### src/hdl/i3c_target_pkg.sv
// Shared definitions of the I3C target primary controller
// Bus byte and target address widths and their types
// Broadcast address byte and the primary FSM state encoding

`default_nettype none

package i3c_target_pkg;

  // Bits in one bus byte
  localparam int unsigned BYTE_W = 8;

  // Bits in a 7-bit I3C target address
  localparam int unsigned ADDR_W = 7;

  typedef logic [BYTE_W-1:0] byte_t;
  typedef logic [ADDR_W-1:0] addr_t;

  // Address 7E with the write bit, the I3C broadcast header
  localparam byte_t BCAST_BYTE = 8'hFC;

  // Primary controller states
  typedef enum logic [3:0] {
    Idle,
    RxFByte,
    CheckFByte,
    TxAckFByte,
    RxSByte,
    RxSByteRepeated,
    CheckSByte,
    TxAckSByte,
    RxPWriteData,
    RxPWriteTbit,
    TxPReadData,
    TxPReadTbit,
    Wait
  } target_state_e;

endpackage : i3c_target_pkg

`default_nettype wire

### src/hdl/xfer_ctrl_if.sv
// Control strobes from the primary FSM to the address decoder
// and to the receive and transmit datapaths

`default_nettype none
`timescale 1ns/100ps

interface xfer_ctrl_if;

  logic addr_capture;  // Address byte received
  logic xfer_idle;     // Level, FSM sits in Idle
  logic tbit_check;    // Write T-bit received
  logic wr_commit;     // Leaving the write T-bit state
  logic wr_enter;      // Entering the write data state
  logic rd_fetch;      // First cycle of a read data byte
  logic tx_sel_ack;    // Level, ACK bit is being sent
  logic tx_sel_tbit;   // Level, read T-bit is being sent

  modport fsm(
    output addr_capture, xfer_idle, tbit_check, wr_commit,
    output wr_enter, rd_fetch, tx_sel_ack, tx_sel_tbit
  );

  modport dec(input addr_capture, xfer_idle);

  modport rx(input xfer_idle, tbit_check, wr_commit, wr_enter);

  modport tx(input rd_fetch, tx_sel_ack, tx_sel_tbit);

endinterface : xfer_ctrl_if

`default_nettype wire

### src/hdl/target_fsm.sv
// Primary state machine of the I3C target
// Address phase, ACK, private write and read loops, Wait state
// PHY request levels, datapath strobes and status outputs

`default_nettype none
`timescale 1ns/100ps

module target_fsm (
  input  logic clk_i,
  input  logic rst_ni,
  input  logic target_enable_i,
  input  logic bus_start_det_i,
  input  logic bus_rstart_det_i,
  input  logic bus_stop_det_i,
  input  logic bus_rx_done_i,
  input  logic bus_tx_done_i,
  input  logic tx_fifo_rvalid_i,
  input  logic own_match_i,
  input  logic bcast_match_i,
  input  logic rnw_i,
  input  logic tx_last_i,
  output logic bus_rx_req_byte_o,
  output logic bus_rx_req_bit_o,
  output logic bus_tx_req_byte_o,
  output logic bus_tx_req_bit_o,
  output logic rx_last_byte_o,
  output logic target_idle_o,
  output logic target_transmitting_o,
  output logic event_target_nack_o,
  xfer_ctrl_if.fsm ctrl
);
  import i3c_target_pkg::*;

  target_state_e state_q, state_d;
  logic bus_start_det;
  logic rd_fetch_q;

  // START and repeated START are handled alike
  assign bus_start_det = bus_start_det_i | bus_rstart_det_i;

  always_comb begin
    state_d = state_q;
    case (state_q)
      Idle: begin
        if (target_enable_i && bus_start_det) state_d = RxFByte;
      end
      RxFByte: begin
        if (bus_rx_done_i) state_d = CheckFByte;
      end
      // One cycle for the decoder to compare the captured byte
      CheckFByte: begin
        if (bcast_match_i || own_match_i) state_d = TxAckFByte;
        else state_d = Wait;
      end
      TxAckFByte: begin
        if (bus_tx_done_i) begin
          if (bcast_match_i) state_d = RxSByte;
          else if (own_match_i && rnw_i) state_d = TxPReadData;
          else if (own_match_i) state_d = RxPWriteData;
          else state_d = Wait;
        end
      end
      // Data after the broadcast would be a CCC, which is not followed
      RxSByte: begin
        if (bus_start_det) state_d = RxSByteRepeated;
        else if (bus_rx_done_i) state_d = Wait;
      end
      RxSByteRepeated: begin
        if (bus_rx_done_i) state_d = CheckSByte;
      end
      CheckSByte: begin
        if (own_match_i) state_d = TxAckSByte;
        else state_d = Wait;
      end
      TxAckSByte: begin
        if (bus_tx_done_i) begin
          if (rnw_i) state_d = TxPReadData;
          else state_d = RxPWriteData;
        end
      end
      // Private write loop
      RxPWriteData: begin
        if (bus_start_det) state_d = RxFByte;
        else if (bus_stop_det_i) state_d = Idle;
        else if (bus_rx_done_i) state_d = RxPWriteTbit;
      end
      RxPWriteTbit: begin
        if (bus_rx_done_i) state_d = RxPWriteData;
      end
      // Private read loop
      TxPReadData: begin
        if (bus_start_det) state_d = RxFByte;
        else if (bus_stop_det_i) state_d = Idle;
        else if (bus_tx_done_i) state_d = TxPReadTbit;
      end
      // Carry on only with more data and no last mark on the byte just sent
      TxPReadTbit: begin
        if (bus_tx_done_i) begin
          if (!tx_last_i && tx_fifo_rvalid_i) state_d = TxPReadData;
          else state_d = Wait;
        end
      end
      // Not for us, follow the bus to the next START or STOP
      Wait: begin
        if (bus_start_det) state_d = RxFByte;
        else if (bus_stop_det_i) state_d = Idle;
      end
      default: state_d = Idle;
    endcase
  end

  always_ff @(posedge clk_i or negedge rst_ni) begin
    if (!rst_ni) begin
      state_q    <= Idle;
      rd_fetch_q <= 1'b0;
    end else begin
      state_q    <= state_d;
      // Marks the first cycle spent in TxPReadData
      rd_fetch_q <= (state_d == TxPReadData) && (state_q != TxPReadData);
    end
  end

  // Byte reception, dropped while a new START is being flagged
  assign bus_rx_req_byte_o =
    ((state_q inside {RxFByte, RxSByte, RxSByteRepeated}) && !bus_start_det) ||
    (state_q == RxPWriteData);
  assign bus_rx_req_bit_o  = (state_q == RxPWriteTbit);
  assign bus_tx_req_byte_o = (state_q == TxPReadData);
  assign bus_tx_req_bit_o  = (state_q inside {TxAckFByte, TxAckSByte, TxPReadTbit});

  // Strobes towards decoder and datapaths
  assign ctrl.addr_capture = bus_rx_done_i &&
                             (state_q inside {RxFByte, RxSByte, RxSByteRepeated});
  assign ctrl.xfer_idle    = (state_q == Idle);
  assign ctrl.tbit_check   = bus_rx_done_i && (state_q == RxPWriteTbit);
  assign ctrl.wr_commit    = (state_q == RxPWriteTbit) && (state_d != RxPWriteTbit);
  assign ctrl.wr_enter     = (state_d == RxPWriteData) && (state_q != RxPWriteData);
  assign ctrl.rd_fetch     = rd_fetch_q;
  assign ctrl.tx_sel_ack   = (state_q inside {TxAckFByte, TxAckSByte});
  assign ctrl.tx_sel_tbit  = (state_q == TxPReadTbit);

  // End of the write loop by START or STOP
  assign rx_last_byte_o = (state_q == RxPWriteData) && (state_d inside {RxFByte, Idle});

  assign target_idle_o = (state_q == Idle);
  assign target_transmitting_o =
    (state_q inside {TxAckFByte, TxAckSByte, TxPReadData, TxPReadTbit});

  // One pulse per transfer that is NACKed
  assign event_target_nack_o = (state_d == Wait) && (state_q != Wait);

endmodule : target_fsm

`default_nettype wire

### src/hdl/addr_decoder.sv
// Address decoder of the I3C target
// Captures address and RnW of the header byte
// Own-address match with dynamic over static precedence, broadcast match

`default_nettype none
`timescale 1ns/100ps

module addr_decoder (
  input  logic                  clk_i,
  input  logic                  rst_ni,
  input  i3c_target_pkg::byte_t bus_rx_data_i,
  input  i3c_target_pkg::addr_t target_sta_address_i,
  input  i3c_target_pkg::addr_t target_dyn_address_i,
  input  logic                  target_sta_address_valid_i,
  input  logic                  target_dyn_address_valid_i,
  xfer_ctrl_if.dec              ctrl,
  output logic                  own_match_o,
  output logic                  bcast_match_o,
  output logic                  rnw_o
);
  import i3c_target_pkg::*;

  addr_t addr_q;
  logic  rnw_q;

  // Upper seven bits are the address, bit 0 is RnW
  always_ff @(posedge clk_i or negedge rst_ni) begin
    if (!rst_ni) begin
      addr_q <= '0;
      rnw_q  <= 1'b0;
    end else if (ctrl.addr_capture) begin
      addr_q <= bus_rx_data_i[BYTE_W-1:1];
      rnw_q  <= bus_rx_data_i[0];
    end else if (ctrl.xfer_idle) begin
      addr_q <= '0;
      rnw_q  <= 1'b0;
    end
  end

  // Dynamic address wins once assigned
  // Without any address the target never matches
  always_comb begin
    if (target_dyn_address_valid_i) own_match_o = (addr_q == target_dyn_address_i);
    else if (target_sta_address_valid_i) own_match_o = (addr_q == target_sta_address_i);
    else own_match_o = 1'b0;
  end

  // Whole byte compare, a read to 7E is not the broadcast
  assign bcast_match_o = ({addr_q, rnw_q} == BCAST_BYTE);
  assign rnw_o         = rnw_q;

endmodule : addr_decoder

`default_nettype wire

### src/hdl/rx_datapath.sv
// Receive datapath of the I3C target
// Data byte register and T-bit odd parity check
// Parity and overflow error latches, RX FIFO write

`default_nettype none
`timescale 1ns/100ps

module rx_datapath (
  input  logic       clk_i,
  input  logic       rst_ni,
  input  logic [7:0] bus_rx_data_i,
  input  logic       bus_rx_done_i,
  input  logic       rx_fifo_wready_i,
  xfer_ctrl_if.rx    ctrl,
  output logic       rx_fifo_wvalid_o,
  output logic [7:0] rx_fifo_wdata_o,
  output logic       parity_err_o,
  output logic       rx_overflow_err_o
);

  logic [7:0] rx_byte_q;
  logic       parity_fail;
  logic       parity_err_q;
  logic       ovf_q;
  logic       ovf_dly_q;
  logic       wvalid_q;

  // Every received byte, the T-bit itself is kept out
  always_ff @(posedge clk_i) begin
    if (bus_rx_done_i && !ctrl.tbit_check) rx_byte_q <= bus_rx_data_i;
  end

  // T-bit arrives in bit 0 and makes the count of ones odd
  assign parity_fail  = ctrl.tbit_check && (bus_rx_data_i[0] != ~^rx_byte_q);
  assign parity_err_o = parity_fail;

  always_ff @(posedge clk_i or negedge rst_ni) begin
    if (!rst_ni) begin
      parity_err_q <= 1'b0;
    end else if (parity_fail) begin
      parity_err_q <= 1'b1;
    end else if (ctrl.xfer_idle) begin
      parity_err_q <= 1'b0;
    end
  end

  // FIFO full when a data byte is about to start
  always_ff @(posedge clk_i or negedge rst_ni) begin
    if (!rst_ni) begin
      ovf_q     <= 1'b0;
      ovf_dly_q <= 1'b0;
    end else begin
      ovf_dly_q <= ovf_q;
      if (ctrl.wr_enter && !rx_fifo_wready_i) ovf_q <= 1'b1;
      else if (ctrl.xfer_idle) ovf_q <= 1'b0;
    end
  end

  // Rising edge only
  assign rx_overflow_err_o = ovf_q && !ovf_dly_q;

  // Write one cycle after the T-bit, only for a clean transfer
  always_ff @(posedge clk_i or negedge rst_ni) begin
    if (!rst_ni) begin
      wvalid_q <= 1'b0;
    end else begin
      wvalid_q <= ctrl.wr_commit && !(parity_fail || parity_err_q || ovf_q);
    end
  end

  assign rx_fifo_wvalid_o = wvalid_q;
  assign rx_fifo_wdata_o  = rx_byte_q;

endmodule : rx_datapath

`default_nettype wire

### src/hdl/tx_datapath.sv
// Transmit datapath of the I3C target
// TX FIFO pop with data byte and last flag capture
// Transmit value select for ACK, read T-bit and data

`default_nettype none
`timescale 1ns/100ps

module tx_datapath (
  input  logic       clk_i,
  input  logic       rst_ni,
  input  logic [7:0] tx_fifo_rdata_i,
  input  logic       tx_last_byte_i,
  xfer_ctrl_if.tx    ctrl,
  output logic       tx_fifo_rready_o,
  output logic [7:0] bus_tx_req_value_o,
  output logic       tx_last_o
);

  logic [7:0] tx_byte_q;
  logic       tx_last_q;
  logic [7:0] data_value;

  // One pop per read byte, in its first request cycle
  assign tx_fifo_rready_o = ctrl.rd_fetch;

  always_ff @(posedge clk_i) begin
    if (ctrl.rd_fetch) tx_byte_q <= tx_fifo_rdata_i;
  end

  // Last mark travels with its byte
  always_ff @(posedge clk_i or negedge rst_ni) begin
    if (!rst_ni) begin
      tx_last_q <= 1'b0;
    end else if (ctrl.rd_fetch) begin
      tx_last_q <= tx_last_byte_i;
    end
  end

  // FIFO head is shown directly in the pop cycle
  assign data_value = ctrl.rd_fetch ? tx_fifo_rdata_i : tx_byte_q;

  always_comb begin
    if (ctrl.tx_sel_ack) begin
      bus_tx_req_value_o = 8'h00;
    end else if (ctrl.tx_sel_tbit) begin
      // T-bit high means more data follows
      bus_tx_req_value_o = {7'h00, ~tx_last_q};
    end else begin
      bus_tx_req_value_o = data_value;
    end
  end

  assign tx_last_o = tx_last_q;

endmodule : tx_datapath

`default_nettype wire

### src/hdl/i3c_target_ctrl.sv
// Top level of the I3C target primary controller
// Primary FSM, address decoder, RX and TX datapaths
// joined by the transfer control interface

`default_nettype none
`timescale 1ns/100ps

module i3c_target_ctrl (
  input  logic                  clk_i,
  input  logic                  rst_ni,
  input  logic                  target_enable_i,
  // Bus condition detectors
  input  logic                  bus_start_det_i,
  input  logic                  bus_rstart_det_i,
  input  logic                  bus_stop_det_i,
  // PHY handshake
  input  logic                  bus_rx_done_i,
  input  i3c_target_pkg::byte_t bus_rx_data_i,
  input  logic                  bus_tx_done_i,
  output logic                  bus_rx_req_byte_o,
  output logic                  bus_rx_req_bit_o,
  output logic                  bus_tx_req_byte_o,
  output logic                  bus_tx_req_bit_o,
  output i3c_target_pkg::byte_t bus_tx_req_value_o,
  // RX FIFO for private writes
  output logic                  rx_fifo_wvalid_o,
  output i3c_target_pkg::byte_t rx_fifo_wdata_o,
  input  logic                  rx_fifo_wready_i,
  output logic                  rx_last_byte_o,
  // TX FIFO for private reads
  input  logic                  tx_fifo_rvalid_i,
  output logic                  tx_fifo_rready_o,
  input  i3c_target_pkg::byte_t tx_fifo_rdata_i,
  input  logic                  tx_last_byte_i,
  // Target addresses
  input  i3c_target_pkg::addr_t target_sta_address_i,
  input  i3c_target_pkg::addr_t target_dyn_address_i,
  input  logic                  target_sta_address_valid_i,
  input  logic                  target_dyn_address_valid_i,
  // Status, events and errors
  output logic                  target_idle_o,
  output logic                  target_transmitting_o,
  output logic                  event_target_nack_o,
  output logic                  parity_err_o,
  output logic                  rx_overflow_err_o
);

  logic own_match;
  logic bcast_match;
  logic rnw;
  logic tx_last;

  xfer_ctrl_if ctrl ();

  target_fsm u_fsm (
    .clk_i                 (clk_i),
    .rst_ni                (rst_ni),
    .target_enable_i       (target_enable_i),
    .bus_start_det_i       (bus_start_det_i),
    .bus_rstart_det_i      (bus_rstart_det_i),
    .bus_stop_det_i        (bus_stop_det_i),
    .bus_rx_done_i         (bus_rx_done_i),
    .bus_tx_done_i         (bus_tx_done_i),
    .tx_fifo_rvalid_i      (tx_fifo_rvalid_i),
    .own_match_i           (own_match),
    .bcast_match_i         (bcast_match),
    .rnw_i                 (rnw),
    .tx_last_i             (tx_last),
    .bus_rx_req_byte_o     (bus_rx_req_byte_o),
    .bus_rx_req_bit_o      (bus_rx_req_bit_o),
    .bus_tx_req_byte_o     (bus_tx_req_byte_o),
    .bus_tx_req_bit_o      (bus_tx_req_bit_o),
    .rx_last_byte_o        (rx_last_byte_o),
    .target_idle_o         (target_idle_o),
    .target_transmitting_o (target_transmitting_o),
    .event_target_nack_o   (event_target_nack_o),
    .ctrl                  (ctrl.fsm)
  );

  addr_decoder u_dec (
    .clk_i                      (clk_i),
    .rst_ni                     (rst_ni),
    .bus_rx_data_i              (bus_rx_data_i),
    .target_sta_address_i       (target_sta_address_i),
    .target_dyn_address_i       (target_dyn_address_i),
    .target_sta_address_valid_i (target_sta_address_valid_i),
    .target_dyn_address_valid_i (target_dyn_address_valid_i),
    .ctrl                       (ctrl.dec),
    .own_match_o                (own_match),
    .bcast_match_o              (bcast_match),
    .rnw_o                      (rnw)
  );

  rx_datapath u_rx (
    .clk_i             (clk_i),
    .rst_ni            (rst_ni),
    .bus_rx_data_i     (bus_rx_data_i),
    .bus_rx_done_i     (bus_rx_done_i),
    .rx_fifo_wready_i  (rx_fifo_wready_i),
    .ctrl              (ctrl.rx),
    .rx_fifo_wvalid_o  (rx_fifo_wvalid_o),
    .rx_fifo_wdata_o   (rx_fifo_wdata_o),
    .parity_err_o      (parity_err_o),
    .rx_overflow_err_o (rx_overflow_err_o)
  );

  tx_datapath u_tx (
    .clk_i              (clk_i),
    .rst_ni             (rst_ni),
    .tx_fifo_rdata_i    (tx_fifo_rdata_i),
    .tx_last_byte_i     (tx_last_byte_i),
    .ctrl               (ctrl.tx),
    .tx_fifo_rready_o   (tx_fifo_rready_o),
    .bus_tx_req_value_o (bus_tx_req_value_o),
    .tx_last_o          (tx_last)
  );

endmodule : i3c_target_ctrl

`default_nettype wire

### config.mk
export PLATFORM = sky130hd
export DESIGN_NAME = i3c_target_ctrl
export DESIGN_NICKNAME = d
export VERILOG_FILES = /design/src/hdl/i3c_target_pkg.sv /design/src/hdl/xfer_ctrl_if.sv /design/src/hdl/target_fsm.sv /design/src/hdl/addr_decoder.sv /design/src/hdl/rx_datapath.sv /design/src/hdl/tx_datapath.sv /design/src/hdl/i3c_target_ctrl.sv
export SDC_FILE = /design/constraint.sdc
export NUM_CORES = 1
export LEC_CHECK = 0
export ABC_AREA = 0
export BUFFER_PORTS_ARGS = -buffer_cell sky130_fd_sc_hd__buf_2
export CAP_MARGIN = 30
export CORE_MARGIN = 8
export CORE_UTILIZATION = 45
export DETAILED_ROUTE_END_ITERATION = 6
export PLACE_DENSITY_LB_ADDON = 0.12
export SYNTH_ARGS = -nofsm -noshare
export SYNTH_HDL_FRONTEND = slang
export SYNTH_SLANG_ARGS = --single-unit
### constraint.sdc
create_clock -name clk_i -period 3.6 [get_ports clk_i]
set_clock_uncertainty 0.1 [all_clocks]
set_input_delay 0.72 -clock clk_i [delete_from_list [all_inputs] [get_ports clk_i]]
set_output_delay 0.72 -clock clk_i [all_outputs]
set_load 0.05 [all_outputs]
==> results.yml <==
worst_setup_path:
  worstReg2RegStart: "u_fsm.state_q[1]"
  cp-start-kind: "register"
  worstSetupEndpointType: "output port"
  reg2reg_slack_ps: 1290
  rr_endpoint: "u_fsm.ctrl.rd_fetch"
  crit_required_ps: 2780
  startpoint: "u_dec.addr_q[5]"
  ff2ff_path_depth: 6
  worst_ep_arrival_time_ps: 2420
  crit_type: "register to output port"
  crit_fanout: 4
detailed_routing:
  post_drt_wl_per_cell_um: 16.1
  drt_first_pass_iters: 4
  dr_wl_met3_um: 487
  top_layer_used: "met4"
  vias: 1840
  drt-total-wl_um: 5380
  drc: 0
  detail-route-antenna-nets: 0
  drtIter0Drc: 164
  met1Wirelength_um: 2300
  viasPerCell: 5.53
  route.met2.wl_um: 2510
floorplan:
  initial_core_util_pct: 45.9
  die_area_sq_um: 6750
  fp.dieW_um: 82.2
  ioPinCount: 71
  die_y_um: 82.2
  design.core.area_sq_um: 4290
  rows: 24
pwr:
  clkPwrFrac_pct: 14.1
  powerDensity_nw_per_um2: 859
  finalPower_uw: 2120
  p_int_uw: 1070
  p_comb_share_pct: 53.4
  p_leak_uw: 0.00115
  swShare_pct: 49.4
  ir_worst_vdd_mv: 0.746
  p_sw_uw: 1050
  power_frac_seq_pct: 32.5
synth:
  synth_area_leader_cell: "dfrtp_1"
  synth_area_leaders: "dfrtp_1 23%, edfxtp_1 12%, dfxtp_1 8.1%"
  synthesis.area_sq_um: 1970
  synth_cell_types: 50
  synth-async-reset-ratio_pct: 52.9
  synth_seq_cells: 34
  syn_inst: 209
  yosysSeqAreaShare_pct: 43.2
  syn_area_per_cell_sq_um: 9.42
  synth_edf_count: 8
  synth_flop_cell: "dfrtp_1"
  synth_top_area_share_pct: 22.9
  ys_warn_count: 0
  synthesis.nets: 252
flow_run:
  maxCapViolations: 0
layout:
  antenna_cells: 0
  nets: 323
  fin_util_pct: 57.4
  fin_area_sq_um: 2460
  regArea_sq_um: 851
  syn2layout_area_growth_pct: 25.2
  drive_gt1_share_pct: 35.2
  fillers: 419
  final_common_cell: "buf_2"
  multi_input_area_sq_um: 1050
  final_cell_mix: "70 x buf_2, 23 x nand2_1, 18 x dfrtp_1, 16 x nor2_1, 15 x o21ai_0"
grt:
  antenna_found_initial: 0
  grt_pass1_vias: 1885
  grtUsageTotal_pct: 16.7
  grt_max_degree: 19
  grt_pass1_wl_um: 8740
  overflow: 0
timing:
  setup_tns_ps: 0
  hold_violations: 0
  period_share_pct: 89.9
  rsz0062_at_grt: "no"
  relSlewSlack_pct: 68.3
  whs_ps: 267
  min_period_ps: 3240
  slew_violations: 0
  setup_violations: 0
  worst_pin_slew_ps: 471
  clock.fmax_mhz: 309
cts:
  post-cts-setup-buffers: 0
  cts_tree: "yes"
  cts_buffers: 5
  post_cts_resized: 0
  cts_sinks: 34
  ctsHoldBuffers: 0
  clk_pin_slew_worst_paths_ps: 70
  clock_latency_ps: 280
  ctsRootBufferMaster: "clkbuf_8"
  ctsHtreeMaxLevel: 2
  clockBufferDepth: 2
placed_design:
  place_hpwl_um: 4190
  io_buffers: 70
  gp_congestion: 0.881
  dpl_cell_area_sq_um: 2370
min_path:
  min-delay-path-class: "primary input to asynchronous set/reset pin"
status:
  status: "finished clean"
state kept, by name, summed over array words and instances, names as in the netlist:
name,cells
u_rx.parity_err_q,1
u_tx.tx_byte_q,8
u_fsm.state_q,4
u_rx.ovf_q,1
u_rx.rx_fifo_wvalid_o,1
u_dec.rnw_o,1
u_fsm.ctrl.rd_fetch,1
u_tx.tx_last_o,1
u_rx.rx_fifo_wdata_o,8
u_rx.ovf_dly_q,1
u_dec.addr_q,7
kinds of logic (layout without fill, tap and decap cells):
family,Yosys count,in the layout,synth area share (%)
compound gates,42,42,15.0
mux,10,10,5.59
xor+xnor,22,22,9.78
buf+inv,16,88,3.24
simple gates,85,85,23.2
flops,34,34,43.2
area by class of cell:
class / count / area share, %
tap: 52 / 2.64
clock inverter: 2 / 0.508
clock buffer: 6 / 3.35
multi-input combinational: 159 / 42.8
inverter: 7 / 1.07
sequential: 34 / 34.5
timing repair buffer: 73 / 15.1
synth_stat cells (2+ instances only):
master    count
nand2_1      23
dfrtp_1      18
nor2_1       16
o21ai_0      15
xnor2_1      14
dfxtp_1       8
edfxtp_1      8
mux2_2        8
xor2_1        8
inv_1         7
nor2b_1       6
a21oi_1       5
and2_1        5
clkbuf_1      5
nand2b_1      5
nor3_1        5
o21a_1        4
buf_2         3
nand4_1       3
nor4_1        3
a32oi_1       2
and3_1        2
and3b_1       2
and4_1        2
mux2i_1       2
nor4b_1       2
o22ai_1       2
o31a_1        2
o31ai_1       2
or2_2         2
critical path, stage by stage, from the launching register on:
cell      delay (ps)
dfrtp_1          420
nand4_1          160
or4_4            520
a222oi_1         340
o31a_2           220
nand2_2           90
and3b_1          180
buf_2            200
power by group through the flow:
stage	clock, uW	sequential [uW]	combinational, uW
global placement	0	693	1130
floorplan	0	667	885
detailed placement	0	695	1130
finish	298	689	1130
global route	323	714	1220
CTS	307	688	1140
stage by stage:
| step | cells | worst slack, ps |
|---|---|---|
| after floorplan | 209 | 556 |
| after global placement | 325 | 556 |
| after detailed placement | 325 | 535 |
| after CTS | 333 | 344 |
| after global routing | 333 | 155 |
| final | 333 | 363 |
routing by layer:
| layer | track usage [%] | up-vias |
|---|---|---|
| met5 | 0 | - |
| met2 | 26.4 | 76 |
| li1 | - | 886 |
| met4 | 5.79 | 0 |
| met3 | 5.95 | 10 |
| met1 | 20.7 | 868 |
how the worst max path moves through the flow:
| stage | endpoint | slack [ps] | cells after the start |
|---|---|---|---|
| 3_3_place_gp | event_target_nack_o | 560 | 7 |
| 3_5_place_dp | event_target_nack_o | 540 | 7 |
| 2_1_floorplan | rx_last_byte_o | 560 | 6 |
| 4_1_cts | rx_last_byte_o | 340 | 7 |
| 5_1_grt | event_target_nack_o | 150 | 8 |
| 6_report | event_target_nack_o | 360 | 7 |
(Power assumes the default switching activity.)
